--- src/rtl/dcache_pkg.sv ---
// data cache shared widths, core and memory request types, controller states
package dcache_pkg;

	// core word and cache line geometry
	localparam int WORD_W   = 32;
	localparam int LINE_W   = 128;
	localparam int OFFSET_W = 4;

	typedef logic [WORD_W-1:0] word_t;
	typedef logic [LINE_W-1:0] line_t;

	// one word access from the memory-access stage
	typedef struct packed {
		logic        we;
		logic [31:0] addr;
		word_t       wdata;
	} core_req_t;

	// one line transfer to or from memory
	// data only matters on the write channel
	typedef struct packed {
		logic [31:0] addr;
		line_t       data;
	} mem_req_t;

	// miss and flush sequencer
	typedef enum logic [2:0] {
		IDLE,
		WBACK,
		FILL,
		REFILL_WR,
		REREAD,
		FLUSH_RD,
		FLUSH_WB
	} miss_state_e;

endpackage

--- src/rtl/dcache_bus_if.sv ---
// data cache output side turning write-back and fill requests into memory strobes
module dcache_bus_if (
	input  logic                 clk,
	input  logic                 rst_n,
	input  dcache_pkg::mem_req_t wb_req,
	input  logic                 wb_go,
	input  logic [31:0]          fill_addr,
	input  logic                 fill_go,
	output logic                 wr_start,
	output dcache_pkg::mem_req_t wr_req,
	input  logic                 wr_done,
	output logic                 rd_start,
	output logic [31:0]          rd_addr,
	input  logic                 rd_valid,
	input  dcache_pkg::line_t    rd_data,
	output logic                 wb_done,
	output logic                 fill_done,
	output dcache_pkg::line_t    fill_data
);

	// start strobes trail the controller go pulses by one cycle
	always_ff @(posedge clk or negedge rst_n) begin
		if (!rst_n) begin
			wr_start <= 1'b0;
			rd_start <= 1'b0;
		end else begin
			wr_start <= wb_go;
			rd_start <= fill_go;
		end
	end

	// address and line stay put until the next go,
	// which cannot come before the finish pulse
	always_ff @(posedge clk) begin
		if (wb_go) begin
			wr_req <= wb_req;
		end
		if (fill_go) begin
			rd_addr <= fill_addr;
		end
	end

	// finish pulses and fill data pass straight back
	assign wb_done   = wr_done;
	assign fill_done = rd_valid;
	assign fill_data = rd_data;

endmodule

--- config.mk ---
export PLATFORM = sky130hd
export DESIGN_NAME = dcache_bus_if
export DESIGN_NICKNAME = d
export VERILOG_FILES = /design/src/rtl/dcache_pkg.sv /design/src/rtl/dcache_bus_if.sv
export SDC_FILE = /design/constraint.sdc
export NUM_CORES = 1
export LEC_CHECK = 0
export BUFFER_PORTS_ARGS = -buffer_cell sky130_fd_sc_hd__buf_2
export CAP_MARGIN = 20
export CORE_AREA = 2 2 255 257
export DETAILED_ROUTE_END_ITERATION = 6
export DIE_AREA = 0 0 257 259
export SYNTH_ARGS = -nofsm -noshare
export SYNTH_HDL_FRONTEND = slang
export SYNTH_SLANG_ARGS = --single-unit
--- constraint.sdc ---
create_clock -name clk -period 0.8 [get_ports clk]
set_clock_uncertainty 0.2 [all_clocks]
set_input_delay 0.12 -clock clk [delete_from_list [all_inputs] [get_ports clk]]
set_output_delay 0.12 -clock clk [all_outputs]
set_load 0.05 [all_outputs]
==> out/results.tsv, run 1 <==
stage	metric	value	unit
yosys	syn-num-nets	650	
setup_path	path_class	reg -> out	
setup_path	critPathTopFamily	flip-flops	
outcome	violations	negative hold slack, negative setup slack	
routing	drtIter0Drc	267	
yosys	ys_warn_count	0	
grt	antenna_found_initial	24	
clocking	cts-root-buf	clkbuf_16	
final_layout	fin_area	13200	µm²
routing	via_per_inst	2.796	
placed_design	pre_cts_ws	-0.3465	ns
power_and_ir_drop	p_leak	5.298	nW
timing	worstMarginPinSlew	0.2657	ns
clocking	cts_buffers	17	
power_and_ir_drop	ir_drop	0.001498	V
setup_path	cp.buffers_inverters	1	
outcome	status	complete, but fails checks	
placed_design	numPortBuffers	389	
min_path	min_path_type	in -> async	
floorplan	fp.dieH	259	µm
timing	hold_viol	167	
clocking	clk_pin_slew_worst_paths	0.08	ns
placed_design	dp_hpwl	18860	µm
final_layout	nMultiInputCombCells	0	
timing	setup_viol	197	
floorplan	io_pins	650	
power_and_ir_drop	power_density	2116	nW/µm²
yosys	ys_types	3	
timing	fin_crit	1.445	ns
setup_path	critPathLaunchType	flop	
clocking	cts_sinks	194	
setup_path	slowest_delay	0.46	ns
final_layout	post-route-util	20.67	%
yosys	synth_cells	324	
job	max-cap-violations	0	
timing	setup_ws	-0.6449	ns
timing	drv_slew	0	
timing	rsz0062_at_grt	yes	
grt	grt_pass1_vias	5213	
timing	whs	-0.2041	ns
clocking	cts_hold_buf	193	
setup_path	cp_max_fo	1	
setup_path	crit_arrival	1.12	ns
routing	wirelength	25800	µm
setup_path	endpoint_kind	output port	
placed_design	routabilityCongestion	0.7734	
routing	num_vias	4694	
clocking	clockBufferDepth	2	
yosys	yosysTopAreaCellShare	84.89	%
yosys	synth_seq_cells	194	
setup_path	critical_path_required	0.48	ns
floorplan	core-area	63880	µm²
final_layout	fin_nets	1132	
floorplan	start_util	10.63	%
setup_path	cp_cell_sequence	buf_12	
setup_path	cpMaxStageDelayCell	edfxtp_1	
yosys	syn_area_per_cell	20.96	µm²
final_layout	area_delta_synth_final	94.40	%
clocking	h-tree-depth	4	
yosys	synth_area	6792	µm²
placed_design	postPlaceCellArea	9712	µm²
final_layout	nFillCells	6621	
floorplan	die_area	66560	µm²
routing	antenna_left	0	
routing	wl_per_cell	15.36	µm
final_layout	multiInputGateArea	0	µm²
timing	fin_crit_sh	180.6	%
timing	fmax	692.1	MHz
grt	track_usage	7.603	%
yosys	synth_top_cell_by_area	edfxtp_1	
yosys	ys_seq_area_share	85.63	%
clocking	tritoncts	yes	
clocking	post_cts_buffers	0	
grt	grt_pass1_wl	34920	µm
floorplan	dieWidth	257	µm
final_layout	drive_gt1_share	52.99	%
grt	overflow	0	
grt	grt_max_degree	49	
yosys	netlist_top_cells_area	edfxtp_1 85%, buf_4 14%, dfrtp_1 0.74%	
routing	dr.pass1.iters	4	
timing	relSlewSlack	82.29	%
floorplan	rows	93	
routing	route.detailed.drc	0	
cell usage after synthesis (all sizes together):
cell type / n
buf: 130
dfrtp: 2
edfxtp: 192
stage by stage:
stage	TNS [ns]	hold WS, ns	total power, mW	instances
global route	-121.22	-0.2395	29.04	1678
finish	-108.76	-0.2041	27.94	1679
floorplan	-23.17	-0.3756	17.06	324
global placement	-64.32	-0.2336	17.60	1449
detailed placement	-67.60	-0.2341	17.65	1449
CTS	-122.30	-0.2658	28.51	1674
sequential cells by signal (all words and copies together) (netlist names):
name      count
rd_start      1
rd_addr      32
wr_start      1
wr_req      160
worst paths after layout:
| check | slack (ns) | cells past startpoint | from | end |
|---|---|---|---|---|
| max | -0.64 | 1 | wr_req[114] | wr_req[114] |
| min | -0.20 | 2 | rst_n | wr_start |
| max in group asynchronous | 0.44 | 2 | rst_n | rd_start |
| min in group clk | -0.19 | 2 | fill_go | rd_addr[1] |
power by group:
group          leakage (nW)  internal, mW  switching [mW]
Combinational          3.10          2.80            3.72
Sequential             1.90          12.1           0.460
Clock                 0.299          4.31            4.58
layout by cell type (no fill, tap or decap), types with 2 or more instances in the layout:
master,Yosys,final
inv_6,0,3
buf_4,130,8
buf_6,0,145
dfrtp_2,0,2
inv_8,0,3
clkinv_8,0,3
dlygate4sd3_1,0,180
diode_2,0,5
buf_2,0,194
inv_12,0,4
clkbuf_16,0,17
edfxtp_1,192,192
buf_12,0,53
dlymetal6s4s_1,0,13
per-layer routing:
metal / track usage [%] / part of all wire (%) / up-vias
li1: - / - / 2030
met1: 7.073 / 34 / 2156
met2: 12.53 / 48 / 382
met3: 4.423 / 12 / 110
met4: 5.378 / 5.6 / 16
met5: 0 / 0.36 / -
kinds of logic after synthesis:
group / after synthesis / share of synthesized area [%]
flip-flops: 194 / 85.63
buffers and inverters: 130 / 14.37
area by class of cell:
class	count	area [µm²]	area share, %
sequential	194	5818	44.07
antenna	5	12.51	0.09477
clock inverter	15	187.7	1.422
clock buffer	17	425.4	3.222
tap	855	1070	8.103
timing repair buffer	593	5689	43.09
timing repair:
item / 4_1_cts / 5_1_grt
endpoints found under the setup margin: 194 / 207
hold endpoints to repair: 388 / 207
resized for setup: 288 / 13
Note: power is estimated with default switching activity, not from simulation.
==> run 2: changes to the inputs <==
--- a/config.mk
+++ b/config.mk
@@ -10,6 +10,7 @@
 export CORE_AREA = 2 2 255 257
 export DETAILED_ROUTE_END_ITERATION = 6
 export DIE_AREA = 0 0 257 259
+export SETUP_SLACK_MARGIN = 0.3
 export SYNTH_ARGS = -nofsm -noshare
 export SYNTH_HDL_FRONTEND = slang
 export SYNTH_SLANG_ARGS = --single-unit
==> run 2 against run 1 <==
Compared with the run above:
- the flow still finishes with violations (negative hold slack, negative setup slack)
- largest cell class unchanged
- setup slack gained 0.032 ns
- sequential power about the same
- critical path type unchanged
- cell count fell by 9.4%
- non-clock buffer count down 153
- first-iteration DRC count is 46% lower
- design area is 9.8% lower
- worst hold slack worse by 0.58 ns
==> out/results.tsv, run 2 (same netlist as run 1, synthesis figures left out) <==
stage	metric	value	unit	change
outcome	status	complete, but fails checks		
outcome	violations	negative hold slack, negative setup slack		
setup_path	cp_max_fo	1		unchanged
clocking	tritoncts	yes		
setup_path	critPathLaunchType	flop		
power_and_ir_drop	p_switching	8.052	mW	-8.0%
grt	use_met1	5.283	%	-1.8 points
timing	fin_crit	1.412	ns	-0.03245 ns
final_layout	fin_nets	979		-14%
power_and_ir_drop	p_leak	4.706	nW	-11%
routing	wirelength	23870	µm	-7.5%
setup_path	cp.buffers_inverters	1		unchanged
setup_path	endpoint_kind	output port		
final_layout	drive_gt1_share	70.98	%	+18 points
final_layout	top_regs	wr_req x160, rd_addr x32		
setup_path	critical_path_required	0.48	ns	about the same
routing	route.detailed.drc	0		unchanged
final_layout	multiInputGateArea	0	µm²	unchanged
clocking	cts_buffers	17		unchanged
job	max-cap-violations	0		unchanged
floorplan	dieWidth	257	µm	unchanged
routing	drtIter0Drc	144		-46%
setup_path	cp_cell_sequence	buf_6		
floorplan	fp.dieH	259	µm	unchanged
timing	drv_slew	0		unchanged
timing	fin_crit_sh	176.6	%	-4.1 points
final_layout	layout_common_cells	194 x buf_2, 192 x edfxtp_1, 168 x buf_6, 52 x buf_12, 21 x clkbuf_16		
final_layout	nFillCells	6836		+3.2%
grt	grt_pass1_wl	31750	µm	-9.1%
placed_design	postPlaceCellArea	9667	µm²	-0.46%
placed_design	routabilityCongestion	0.7667		-0.87%
grt	track_usage	7.192	%	-0.41 points
final_layout	ff_latch_area	5818	µm²	unchanged
grt	grt_pass1_vias	4461		-14%
timing	worstMarginPinSlew	0.2314	ns	-0.03427 ns
timing	rsz0062_at_grt	yes		
final_layout	mostFrequentLayoutCell	buf_2		
routing	wl_per_cell	15.70	µm	+2.2%
setup_path	cpMaxStageDelayCell	edfxtp_1		
setup_path	path_class	reg -> out		
timing	setup_viol	194		-1.5%
grt	grt_max_degree	18		-63%
power_and_ir_drop	pwr-share-clk	32.6	%	+0.8 points
routing	antenna_left	0		unchanged
grt	overflow	0		unchanged
power_and_ir_drop	power_density	2310	nW/µm²	+9.1%
clocking	cts_sinks	194		unchanged
clocking	h-tree-depth	4		unchanged
routing	via_per_inst	2.666		-4.6%
floorplan	start_util	10.63	%	unchanged
clocking	clockBufferDepth	2		unchanged
power_and_ir_drop	internal-power	19.47	mW	+1.5%
power_and_ir_drop	seq_power_share	45.5	%	+0.6 points
power_and_ir_drop	switching_share	29.26	%	-2.1 points
min_path	min_path_type	in -> async		
final_layout	largest_reg_flops	160		unchanged
setup_path	critPathTopFamily	flip-flops		
final_layout	area_delta_synth_final	75.42	%	
timing	setup_ws	-0.6124	ns	+0.03245 ns
routing	dr.pass1.iters	3		-1
final_layout	nMultiInputCombCells	0		unchanged
floorplan	io_pins	650		unchanged
routing	num_vias	4055		-14%
power_and_ir_drop	ir_drop	0.001418	V	-5.3%
grt	antenna_found_initial	19		-21%
timing	fmax	708.0	MHz	+2.3%
grt	grtUsageMet3	6.200	%	+1.8 points
floorplan	rows	93		unchanged
grt	use_met2	11.36	%	-1.2 points
timing	hold_viol	254		+52%
grt	grt.busiest_layer	met2		
placed_design	numPortBuffers	389		unchanged
timing	whs	-0.7859	ns	-0.5817 ns
power_and_ir_drop	power_frac_comb	21.9	%	-1.4 points
setup_path	slowest_delay	0.43	ns	-0.03 ns
timing	relSlewSlack	84.57	%	+2.3 points
final_layout	fin_area	11910	µm²	-9.8%
floorplan	die_area	66560	µm²	unchanged
setup_path	crit_arrival	1.09	ns	-0.03 ns
placed_design	dp_hpwl	18200	µm	-3.5%
final_layout	top_register	wr_req		
floorplan	core-area	63880	µm²	unchanged
clocking	cts-root-buf	clkbuf_16		
clocking	clk_pin_slew_worst_paths	0.08	ns	about the same
==> run 2: through the flow <==
step | util (%) | cells | setup TNS, ns | worst slack, ns | power [mW]
6_report | 18.65 | 1521 | -107.79 | -0.6124 | 27.52
4_1_cts | 18.47 | 1515 | -122.27 | -0.6966 | 28.04
5_1_grt | 18.65 | 1520 | -122.53 | -0.6965 | 28.60
3_3_place_gp | 15.13 | 1459 | -63.28 | -0.3286 | 17.48
2_1_floorplan | - | 324 | -23.17 | -0.1206 | 17.95
3_5_place_dp | 15.13 | 1459 | -65.61 | -0.3460 | 17.53
==> run 2: power groups by stage <==
stage	registers (mW)	logic, mW	clock network, mW
6_report	12.5	6.04	8.96
5_1_grt	12.6	6.23	9.77
4_1_cts	12.5	6.03	9.47
3_5_place_dp	12.6	4.94	0
3_3_place_gp	12.6	4.92	0
2_1_floorplan	15.3	2.63	0
==> run 2: cell type report <==
| cell class | count | share of cell area, % |
|---|---|---|
| well taps | 855 | 8.979 |
| clock inverters | 14 | 1.460 |
| flip-flops and latches | 194 | 48.83 |
| diodes | 1 | 0.02100 |
| repair buffers | 440 | 37.14 |
| clock buffers | 17 | 3.571 |
==> run 2: how the worst max path moves through the flow <==
stage | start | to | slack, ns | cells past startpoint
2_1_floorplan | rd_addr[0] | rd_addr[0] | -0.12 | 0
3_3_place_gp | wb_go | wr_req[52] | -0.33 | 3
3_5_place_dp | wb_go | wr_req[59] | -0.35 | 3
4_1_cts | wr_req[21] | wr_req[21] | -0.70 | 1
5_1_grt | wr_req[32] | wr_req[32] | -0.70 | 1
6_report | rd_addr[25] | rd_addr[25] | -0.61 | 1
==> run 2: routing by layer <==
metal,up-vias,share of wire [%]
met4,22,8.1
met5,-,0.62
met3,127,17
li1,1716,-
met2,376,47
met1,1814,27
==> run 2: repair_timing <==
action                                 4_1_cts  5_1_grt
buffers inserted                            17        1
setup endpoints to repair                  315      324
endpoints found under the hold margin      290      261
pin swaps                                    0        0
gates resized for setup                    354        2
gates cloned                                 8        4
