===== config.mk =====
export PLATFORM = sky130hd
export DESIGN_NAME = dcache_req_stage
export DESIGN_NICKNAME = d
export VERILOG_FILES = /design/src/rtl/dcache_pkg.sv /design/src/rtl/dcache_req_stage.sv
export SDC_FILE = /design/constraint.sdc
export NUM_CORES = 1
export LEC_CHECK = 0
export ABC_AREA = 0
export BUFFER_PORTS_ARGS = -buffer_cell sky130_fd_sc_hd__buf_2
export CAP_MARGIN = 20
export CORE_UTILIZATION = 41
export DETAILED_ROUTE_END_ITERATION = 10
export PLACE_DENSITY_LB_ADDON = 0.05
export SETUP_SLACK_MARGIN = 0.15
export SLEW_MARGIN = 5
export SYNTH_ARGS = -nofsm -noshare
export SYNTH_HDL_FRONTEND = slang
export SYNTH_SLANG_ARGS = --single-unit
export TNS_END_PERCENT = 100

===== constraint.sdc =====
create_clock -name clk -period 0.9 [get_ports clk]
set_clock_uncertainty 0.1 [all_clocks]
set_input_delay 0.09 -clock clk [delete_from_list [all_inputs] [get_ports clk]]
set_output_delay 0.09 -clock clk [all_outputs]
set_load 0.005 [all_outputs]

===== src/rtl/dcache_pkg.sv =====
// data cache shared widths, core and memory request types, controller states
package dcache_pkg;

	// core word and cache line geometry
	localparam int WORD_W   = 32;
	localparam int LINE_W   = 128;
	localparam int OFFSET_W = 4;

	typedef logic [WORD_W-1:0] word_t;
	typedef logic [LINE_W-1:0] line_t;

	// one word access from the memory-access stage
	typedef struct packed {
		logic        we;
		logic [31:0] addr;
		word_t       wdata;
	} core_req_t;

	// one line transfer to or from memory
	// data only matters on the write channel
	typedef struct packed {
		logic [31:0] addr;
		line_t       data;
	} mem_req_t;

	// miss and flush sequencer
	typedef enum logic [2:0] {
		IDLE,
		WBACK,
		FILL,
		REFILL_WR,
		REREAD,
		FLUSH_RD,
		FLUSH_WB
	} miss_state_e;

endpackage


===== src/rtl/dcache_req_stage.sv =====
// data cache input side holding the core request in the MA register
module dcache_req_stage #(
	parameter int INDEX_W = 9
) (
	input  logic                  clk,
	input  logic                  rst_n,
	input  logic                  req_valid,
	input  dcache_pkg::core_req_t req,
	input  logic                  stall,
	output dcache_pkg::core_req_t ma_req,
	output logic                  ma_valid,
	output logic [INDEX_W-1:0]    lookup_index
);

	logic [INDEX_W-1:0] req_index;
	logic [INDEX_W-1:0] ma_index;

	assign req_index = req.addr[INDEX_W+dcache_pkg::OFFSET_W-1:dcache_pkg::OFFSET_W];
	assign ma_index  = ma_req.addr[INDEX_W+dcache_pkg::OFFSET_W-1:dcache_pkg::OFFSET_W];

	// request is taken on any edge where the cache does not stall
	// an empty slot follows a completed request with nothing behind it
	always_ff @(posedge clk or negedge rst_n) begin
		if (!rst_n) begin
			ma_valid <= 1'b0;
		end else if (!stall) begin
			ma_valid <= req_valid;
		end
	end

	always_ff @(posedge clk) begin
		if (!stall && req_valid) begin
			ma_req <= req;
		end
	end

	// RAMs read the incoming index while advancing
	// a stalled request keeps its own index so it can be re-read after a refill
	always_comb begin
		if (stall) begin
			lookup_index = ma_index;
		end else begin
			lookup_index = req_index;
		end
	end

endmodule


==> flow_summary.json, run 1 <==
{
  "status": "finished, violations left",
  "violations": "negative hold slack, negative setup slack",
  "drt-pass1-iter-count": 4,
  "overflow": 0,
  "avgSynthCellArea_sq_um": 27.5,
  "drive_gt1_share_pct": 57.9,
  "n_antenna_cell": 0,
  "synth_compound_area_share_pct": 0,
  "clkTransAtPathRegs_ns": 0.06,
  "cts_tree": "built",
  "nNetsFinal": 367,
  "reg2reg_to": "ma_valid",
  "cp_cell_sequence": "mux2_4 -> buf_6",
  "crit_fanout": 2,
  "dpl.cell_count": 292,
  "pwr_density_cell_nw_per_um2": 1720,
  "slowest_delay_ns": 0.41,
  "grt_pass1_wl_microns": 7060,
  "worstPathRequired_ns": 0.71,
  "cellLeakagePower_nw": 1.86,
  "fin_hold_ws_ns": -0.142,
  "slowest_stage": "edfxtp_1",
  "hp-class": "in2reg",
  "grt_pass1_vias": 1585,
  "worstMarginPinSlew_ns": 0.186,
  "fill_cells": 275,
  "wire_per_inst_microns": 14.7,
  "cpLargestDelayFamily": "flip-flops",
  "seqCellArea_sq_um": 1980,
  "tns_ns": -11.18,
  "core_area_sq_um": 4880,
  "drt-vias-per-instance": 4.37,
  "rows": 25,
  "yosysWarningCount": 0,
  "reg2reg_depth": 2,
  "htree_levels": 3,
  "crit_buf_inv": 1,
  "rsz0062_at_grt": "yes",
  "path_class": "reg2out",
  "start_util_pct": 43.9,
  "ant_nets": 0,
  "postPlaceCellArea_sq_um": 3000,
  "synthXorXnorAreaFrac_pct": 0,
  "synth_top_cell_area_share_pct": 91.1,
  "swShare_pct": 19.8,
  "hold_viol": 10,
  "async_flop_share_pct": 1.52,
  "synth_top_family_by_area": "multiplexers",
  "post-route-period-util_pct": 148,
  "drtIter0Drc": 44,
  "synth.most_common_cell": "edfxtp_1",
  "num_vias": 1611,
  "place_ws_ns": -0.222,
  "drv_cap": 0,
  "final_cells": 369,
  "power.share.combinational_pct": 13.2,
  "drv_slew": 0,
  "syn_area_sq_um": 2140,
  "holdPathStages": 1,
  "critPathLaunchType": "register",
  "syn-num-nets": 147,
  "setup_ws_ns": -0.428,
  "synth_edf_count": 65,
  "dieHeight_microns": 74.3,
  "internal_power_mw": 5.44,
  "end_kind": "output pin",
  "grtUsageTotal_pct": 18.5,
  "clock_power_share_pct": 32.8,
  "yosys.area.top_type": "edfxtp_1",
  "netlist_instances": 78,
  "numCtsBuffers": 9,
  "synth.area.top_cells": "edfxtp_1 (91%), mux2_4 (6.3%), dfrtp_1 (1.2%)",
  "p_switching_mw": 1.35,
  "grt_max_degree": 30,
  "ys_seq_area_share_pct": 92.2,
  "clock.fmax_mhz": 753,
  "dieArea_sq_um": 5520,
  "synthSimpleGateAreaFrac_pct": 0.409,
  "synth.distinct_cells": 6,
  "cts_buffer_depth": 2,
  "multi_input_area_sq_um": 160,
  "cts_root_buf": "clkbuf_8",
  "clock_latency_ns": 0.32,
  "syn_to_final_growth_pct": 83.8,
  "die_w_microns": 74.3,
  "cp.arrival_ns": 1.14,
  "synthFlopType": "edfxtp_1",
  "cts_sinks": 66,
  "finalSetupViolCount": 76,
  "whs_endpoint": "ma_req[42]",
  "synth_mux_area_share_pct": 6.83,
  "fin_area_sq_um": 3940,
  "port_buffers": 143,
  "post-route-util_pct": 80.7,
  "r2r-start": "ma_valid",
  "pin_count": 144,
  "cp_num_cells": 2,
  "worstHoldStart": "req[42]",
  "drc": 0,
  "gp_congestion": 0.735,
  "synth_common_cells": "edfxtp_1 (65), mux2_4 (9)",
  "relSlewSlack_pct": 87.6,
  "min_period_ns": 1.33,
  "routed_wl_microns": 5420,
  "seq_power_share_pct": 54.0,
  "reg2reg_slack_ns": -0.07,
  "synth_seq_cells": 66,
  "synth_fa_ha_area_share_pct": 0,
  "grt_antenna_before_repair": 0,
  "irDropWorstVdd_v": 0.00129
}
==> through the flow <==
step	hold WS, ns	total power [mW]
4_1_cts	-0.158	6.77
3_5_place_dp	-0.231	4.31
3_3_place_gp	-0.232	4.29
5_1_grt	-0.155	7.05
6_report	-0.142	6.79
2_1_floorplan	-0.306	3.89
==> state kept, by name (all words and copies together) (netlist names) <==
signal / count
ma_req: 65
ma_valid: 1
==> layout make-up <==
cell class              instances  share of cell area (%)
clock buffers                  11                    3.33
repair buffers                210                    39.2
well taps                      67                    2.13
multi-input cells              11                    4.06
clock inverters                 4                    1.11
flip-flops and latches         66                    50.2
==> placed cells by master, fill, tap and decap left out, drive strengths merged <==
master          n
edfxtp         65
dlymetal6s4s   19
clkinv          3
bufinv          1
dfrtp           1
dlygate4sd3    39
mux2           10
clkbuf         12
and2b           1
buf           151
==> timing repair <==
| item | CTS | global route |
|---|---|---|
| hold buffers | 57 | 1 |
| pin swaps | 0 | 0 |
| gates resized for setup | 7 | 24 |
| buffers inserted | 1 | 0 |
| setup endpoints to repair | 112 | 124 |
| hold endpoints to repair | 67 | 11 |
| cloned | 1 | 2 |
==> power groups by stage <==
stage / Clock, mW / Combinational (mW) / Sequential, mW
after floorplan: 0 / 0.132 / 3.76
after global placement: 0 / 0.568 / 3.72
after detailed placement: 0 / 0.586 / 3.73
after CTS: 2.28 / 0.827 / 3.66
after global routing: 2.40 / 0.963 / 3.68
final: 2.23 / 0.895 / 3.67
==> per-layer routing <==
metal	vias to the layer above	routed length, microns	share of wire [%]	track usage, %
li1	755	-	-	-
met1	743	1880	35	17.6
met2	100	2960	54	33.4
met3	13	483	8.9	8.40
met4	0	100	1.8	9.64
met5	-	0	0	0
==> kinds of logic after synthesis <==
group	Yosys count
muxes	10
and+or+nand+nor	1
DFF	66
buffers and inverters	1
==> how the worst max path moves through the flow <==
stage / startpoint / endpoint / slack [ns]
after global routing: ma_req[44] / lookup_index[8] / -0.47
after CTS: ma_req[44] / lookup_index[8] / -0.45
final: ma_req[44] / lookup_index[8] / -0.43
after detailed placement: stall / ma_req[35] / -0.22
after floorplan: stall / ma_req[0] / -0.51
after global placement: stall / ma_req[53] / -0.21
No activity file was read; power rests on OpenSTA's default activity.
==> run 2, diff against run 1 <==
--- a/config.mk
+++ b/config.mk
@@ -8,9 +8,11 @@
 export ABC_AREA = 0
 export BUFFER_PORTS_ARGS = -buffer_cell sky130_fd_sc_hd__buf_2
 export CAP_MARGIN = 20
-export CORE_UTILIZATION = 41
+export CORE_UTILIZATION = 43
+export CTS_BUF_LIST = sky130_fd_sc_hd__clkbuf_4 sky130_fd_sc_hd__clkbuf_8
 export DETAILED_ROUTE_END_ITERATION = 10
 export PLACE_DENSITY_LB_ADDON = 0.05
+export REMOVE_ABC_BUFFERS = 1
 export SETUP_SLACK_MARGIN = 0.15
 export SLEW_MARGIN = 5
 export SYNTH_ARGS = -nofsm -noshare
==> flow_summary.json, run 2 (synthesis results as in run 1) <==
{
  "seqCellArea_sq_um": 1980,
  "crit_fanout": 2,
  "irDropWorstVdd_v": 0.00148,
  "wl_met3_microns": 369,
  "dieHeight_microns": 72.6,
  "status": "finished, violations left",
  "layout_commonest_cell": "buf_2",
  "largestRegisters": "ma_req (65), ma_valid (1)",
  "hp-class": "in2reg",
  "nNetsFinal": 372,
  "cts_buffer_depth": 2,
  "start_util_pct": 45.1,
  "core_area_sq_um": 4750,
  "multi_input_area_sq_um": 160,
  "cellLeakagePower_nw": 1.99,
  "met1_length_microns": 2100,
  "grt_max_degree": 32,
  "wire_per_inst_microns": 15.6,
  "reg2reg_slack_ns": 0.06,
  "port_buffers": 143,
  "met2WireLength_microns": 3150,
  "tns_ns": -11.80,
  "r2r-start": "ma_valid",
  "relSlewSlack_pct": 87.0,
  "drc": 0,
  "overflow": 0,
  "num_vias": 1680,
  "setup_ws_ns": -0.416,
  "rows": 25,
  "reg2reg_depth": 1,
  "grtUsageTotal_pct": 22.5,
  "die_w_microns": 72.6,
  "post-route-period-util_pct": 146,
  "path_class": "reg2out",
  "dieArea_sq_um": 5270,
  "layout_common_cells": "buf_2 (130), edfxtp_1 (65), dlygate4sd3_1 (36)",
  "largest_reg_flops": 65,
  "n_antenna_cell": 0,
  "fin_area_sq_um": 4080,
  "drt-vias-per-instance": 4.48,
  "min_period_ns": 1.32,
  "drtIter0Drc": 90,
  "clock.fmax_mhz": 760,
  "cp.arrival_ns": 1.13,
  "clock_latency_ns": 0.32,
  "cts_sinks": 66,
  "drv_cap": 0,
  "violations": "negative hold slack, negative setup slack",
  "postPlaceCellArea_sq_um": 2990,
  "ant_nets": 0,
  "regMostFlops": "ma_req",
  "drv_slew": 0,
  "fill_cells": 238,
  "grt_pass1_vias": 1735,
  "syn_to_final_growth_pct": 90.3,
  "grt_pass1_wl_microns": 8260,
  "hold_viol": 5,
  "worstPathRequired_ns": 0.71,
  "htree_levels": 3,
  "drive_gt1_share_pct": 58.1,
  "end_kind": "output pin",
  "routed_wl_microns": 5840,
  "rsz0062_at_grt": "yes",
  "critPathLaunchType": "register",
  "worstMarginPinSlew_ns": 0.195,
  "finalSetupViolCount": 75,
  "numCtsBuffers": 9,
  "top_layer_used": "met4",
  "gp_congestion": 0.730,
  "cts_tree": "built",
  "fin_hold_ws_ns": -0.132,
  "worstHoldStart": "req[39]",
  "clkTransAtPathRegs_ns": 0.06,
  "drt-pass1-iter-count": 4,
  "reg2reg_to": "ma_valid",
  "cts_root_buf": "clkbuf_8",
  "pin_count": 144,
  "whs_endpoint": "ma_req[39]",
  "pwr_density_cell_nw_per_um2": 1790,
  "place_ws_ns": -0.204,
  "grt_antenna_before_repair": 0,
  "holdPathStages": 1
}
run 2: final cells by class:
class	instances	area share (%)
Clock buffer	11	3.40
Sequential cell	66	48.5
Tap cell	67	2.06
Clock inverter	5	1.93
Multi-Input combinational cell	11	3.93
Timing Repair Buffer	215	40.2
run 2: layer usage:
metal / vias up / GRT usage [%]
li1: 763 / -
met1: 803 / 22.6
met2: 94 / 40.2
met3: 20 / 7.87
met4: 0 / 12.9
met5: - / 0
run 2: worst max-delay path by stage:
stage | endpoint | cells past startpoint | startpoint | slack [ns]
finish | lookup_index[3] | 2 | ma_req[39] | -0.42
floorplan | ma_req[0] | 1 | stall | -0.60
global route | lookup_index[3] | 2 | ma_req[39] | -0.47
global placement | ma_req[56] | 3 | stall | -0.19
CTS | lookup_index[6] | 2 | ma_req[42] | -0.44
detailed placement | ma_req[56] | 3 | stall | -0.20
run 2: repair_timing:
action	4_1_cts	5_1_grt
endpoints found under the setup margin	78	134
gates cloned	1	2
resized for setup	12	34
hold buffers	62	1
setup buffers	1	1
pin swaps	0	0
hold endpoints to repair	67	6
run 2: through the flow:
stage,std cells,util [%],power [mW]
final,375,85.8,7.30
after global placement,291,62.8,4.28
after CTS,371,82.5,7.23
after floorplan,77,-,3.87
after global routing,375,85.8,7.56
after detailed placement,291,62.8,4.30
run 2: power by group:
group	switching (mW)	leakage [nW]	internal, mW
Combinational	0.318	1.25	0.619
Clock	1.07	0.114	1.62
Sequential	0.0631	0.622	3.61
run 2: critical path, cell delays in order (launching register included):
cell and delay [ns]:
edfxtp_1 0.41, mux2_4 0.28, buf_6 0.12
==> run 3, diff against run 2 <==
--- a/config.mk
+++ b/config.mk
@@ -5,11 +5,12 @@
 export SDC_FILE = /design/constraint.sdc
 export NUM_CORES = 1
 export LEC_CHECK = 0
-export ABC_AREA = 0
+export ABC_AREA = 1
 export BUFFER_PORTS_ARGS = -buffer_cell sky130_fd_sc_hd__buf_2
 export CAP_MARGIN = 20
-export CORE_UTILIZATION = 43
+export CORE_UTILIZATION = 42
 export CTS_BUF_LIST = sky130_fd_sc_hd__clkbuf_4 sky130_fd_sc_hd__clkbuf_8
+export CTS_CLUSTER_DIAMETER = 200
 export DETAILED_ROUTE_END_ITERATION = 10
 export PLACE_DENSITY_LB_ADDON = 0.05
 export REMOVE_ABC_BUFFERS = 1
==> flow_summary.json, run 3 <==
{
  "status": "finished, violations left",
  "violations": "negative hold slack, negative setup slack",
  "rows": 25,
  "die_w_microns": 72.9,
  "avgSynthCellArea_sq_um": 21.3,
  "slowest_stage": "edfxtp_1",
  "synth.most_common_cell": "edfxtp_1",
  "seqCellArea_sq_um": 1980,
  "dieArea_sq_um": 5310,
  "place_ws_ns": -0.151,
  "slowest_delay_ns": 0.39,
  "worstMarginPinSlew_ns": 0.179,
  "post-route-util_pct": 80.3,
  "relSlewSlack_pct": 88.1,
  "cts_root_buf": "clkbuf_8",
  "drt-pass1-iter-count": 5,
  "netlist_instances": 99,
  "drv_slew": 0,
  "place.detailed.hpwl_microns": 2920,
  "multi_input_area_sq_um": 113,
  "gp_congestion": 0.755,
  "r2r-start": "ma_valid",
  "ant_nets": 0,
  "ys_seq_area_share_pct": 93.8,
  "yosys.area.top_type": "edfxtp_1",
  "layout_commonest_cell": "buf_2",
  "finalSetupViolCount": 75,
  "reg2reg_slack_ns": 0.20,
  "num_vias": 1692,
  "synth_top_cell_area_share_pct": 92.6,
  "grtUsageTotal_pct": 21.0,
  "cp_cell_sequence": "nand2_1 -> nand2_1 -> buf_2",
  "clkTransAtPathRegs_ns": 0.07,
  "synth.distinct_cells": 6,
  "worstSetupEndpoint": "lookup_index[0]",
  "grt_pass1_vias": 1607,
  "synthFlopType": "edfxtp_1",
  "drive_gt1_share_pct": 50.6,
  "hold_buffers": 59,
  "pwr_density_cell_nw_per_um2": 1830,
  "pin_count": 144,
  "regMostFlops": "ma_req",
  "core_area_sq_um": 4790,
  "cts_sinks": 66,
  "synth_edf_count": 65,
  "cellLeakagePower_nw": 1.99,
  "clock.fmax_mhz": 878,
  "numCtsBuffers": 9,
  "overflow": 0,
  "irDropWorstVdd_v": 0.00149,
  "cp.arrival_ns": 0.95,
  "hold_viol": 9,
  "cts_tree": "built",
  "synth.area.top_cells": "edfxtp_1 (93%), nand2_1 (5.3%), dfrtp_1 (1.2%)",
  "async_flop_share_pct": 1.52,
  "layout_common_cells": "buf_2 (143), edfxtp_1 (65), dlymetal6s4s_1 (37)",
  "port_buffers": 143,
  "crit_start": "ma_req[36]",
  "fin_hold_ws_ns": -0.145,
  "nNetsFinal": 384,
  "htree_levels": 3,
  "start_util_pct": 44.1,
  "grt_pass1_wl_microns": 7630,
  "cpLargestDelayFamily": "flip-flops",
  "synth_common_cells": "edfxtp_1 (65), nand2_1 (30)",
  "cts_buffer_depth": 2,
  "reg2reg_to": "ma_valid",
  "grt_max_degree": 34,
  "drc": 0,
  "clock_latency_ns": 0.32,
  "drt-vias-per-instance": 4.37,
  "min_period_ns": 1.14,
  "fill_cells": 277,
  "crit_buf_inv": 1,
  "routed_wl_microns": 5760,
  "cp_num_cells": 3,
  "n_antenna_cell": 0,
  "crit_fanout": 2,
  "post-route-period-util_pct": 126,
  "power_mw": 7.03,
  "yosysWarningCount": 0,
  "synth_seq_cells": 66,
  "rsz0062_at_grt": "yes",
  "syn_to_final_growth_pct": 82.3,
  "dieHeight_microns": 72.9,
  "path_class": "reg2out",
  "syn_area_sq_um": 2110,
  "largestRegisters": "ma_req (65), ma_valid (1)",
  "worstPathRequired_ns": 0.71,
  "critPathLaunchType": "register",
  "grt_antenna_before_repair": 0,
  "crit_top_cell": "nand2_1",
  "hp-class": "in2reg",
  "reg2reg_depth": 2,
  "setup_ws_ns": -0.238,
  "drtIter0Drc": 131,
  "wire_per_inst_microns": 14.9,
  "drv_cap": 0,
  "largest_reg_flops": 65,
  "end_kind": "output pin"
}
[run 3: worst reg2reg max path: cells and delay by family (launching register included)]
family / cells / cell delay [ns]
flip-flops: 1 / 0.37
AND/OR/NAND/NOR: 2 / 0.12
[run 3: final cells by class]
type / count / share of cell area (%)
tap: 67 / 2.18
clock inverter: 7 / 2.18
multi-input combinational: 30 / 2.93
inverter: 2 / 0.195
clock buffer: 9 / 3.22
sequential: 66 / 51.4
timing repair buffer: 206 / 37.8
[run 3: cells by family after synthesis]
family        share of synthesized area, %
flops                                 93.8
simple gates                          5.34
buf+inv                              0.890
[run 3: what timing repair did]
| action | 4_1_cts | 5_1_grt |
|---|---|---|
| pin swaps | 6 | 8 |
| setup endpoints to repair | 75 | 112 |
| resized for setup | 0 | 37 |
| setup buffers | 0 | 0 |
| hold endpoints to repair | 67 | 9 |
[run 3: stage by stage]
stage	instances	hold WS [ns]	TNS (ns)	area, sq um
after global routing	387	-0.155	-12.86	3840
final	387	-0.145	-9.99	3840
after floorplan	98	-0.306	-75.50	2100
after detailed placement	312	-0.235	-9.62	2950
after CTS	387	-0.156	-10.66	3750
after global placement	312	-0.236	-10.04	2950
[run 3: power breakdown]
group | total (mW) | switching (mW) | internal, mW
sequential | 3.66 | 0.0563 | 3.61
combinational | 0.794 | 0.310 | 0.484
clock | 2.57 | 1.05 | 1.53
total | 7.03 | 1.42 | 5.62
[run 3: worst min path at each step]
stage	startpoint	end	slack [ns]	cells past startpoint
finish	req[41]	ma_req[41]	-0.14	1
global route	req[41]	ma_req[41]	-0.16	1
CTS	req[41]	ma_req[41]	-0.16	1
detailed placement	rst_n	ma_valid	-0.23	1
global placement	rst_n	ma_valid	-0.24	1
floorplan	rst_n	ma_valid	-0.31	0
[run 3: per-layer routing]
metal | vias up | wire [microns] | GRT usage (%)
met3 | 18 | 431 | 7.18
met1 | 781 | 2040 | 20.6
met5 | - | 0 | 0
li1 | 797 | - | -
met4 | 0 | 179 | 13.9
met2 | 96 | 3100 | 37.4
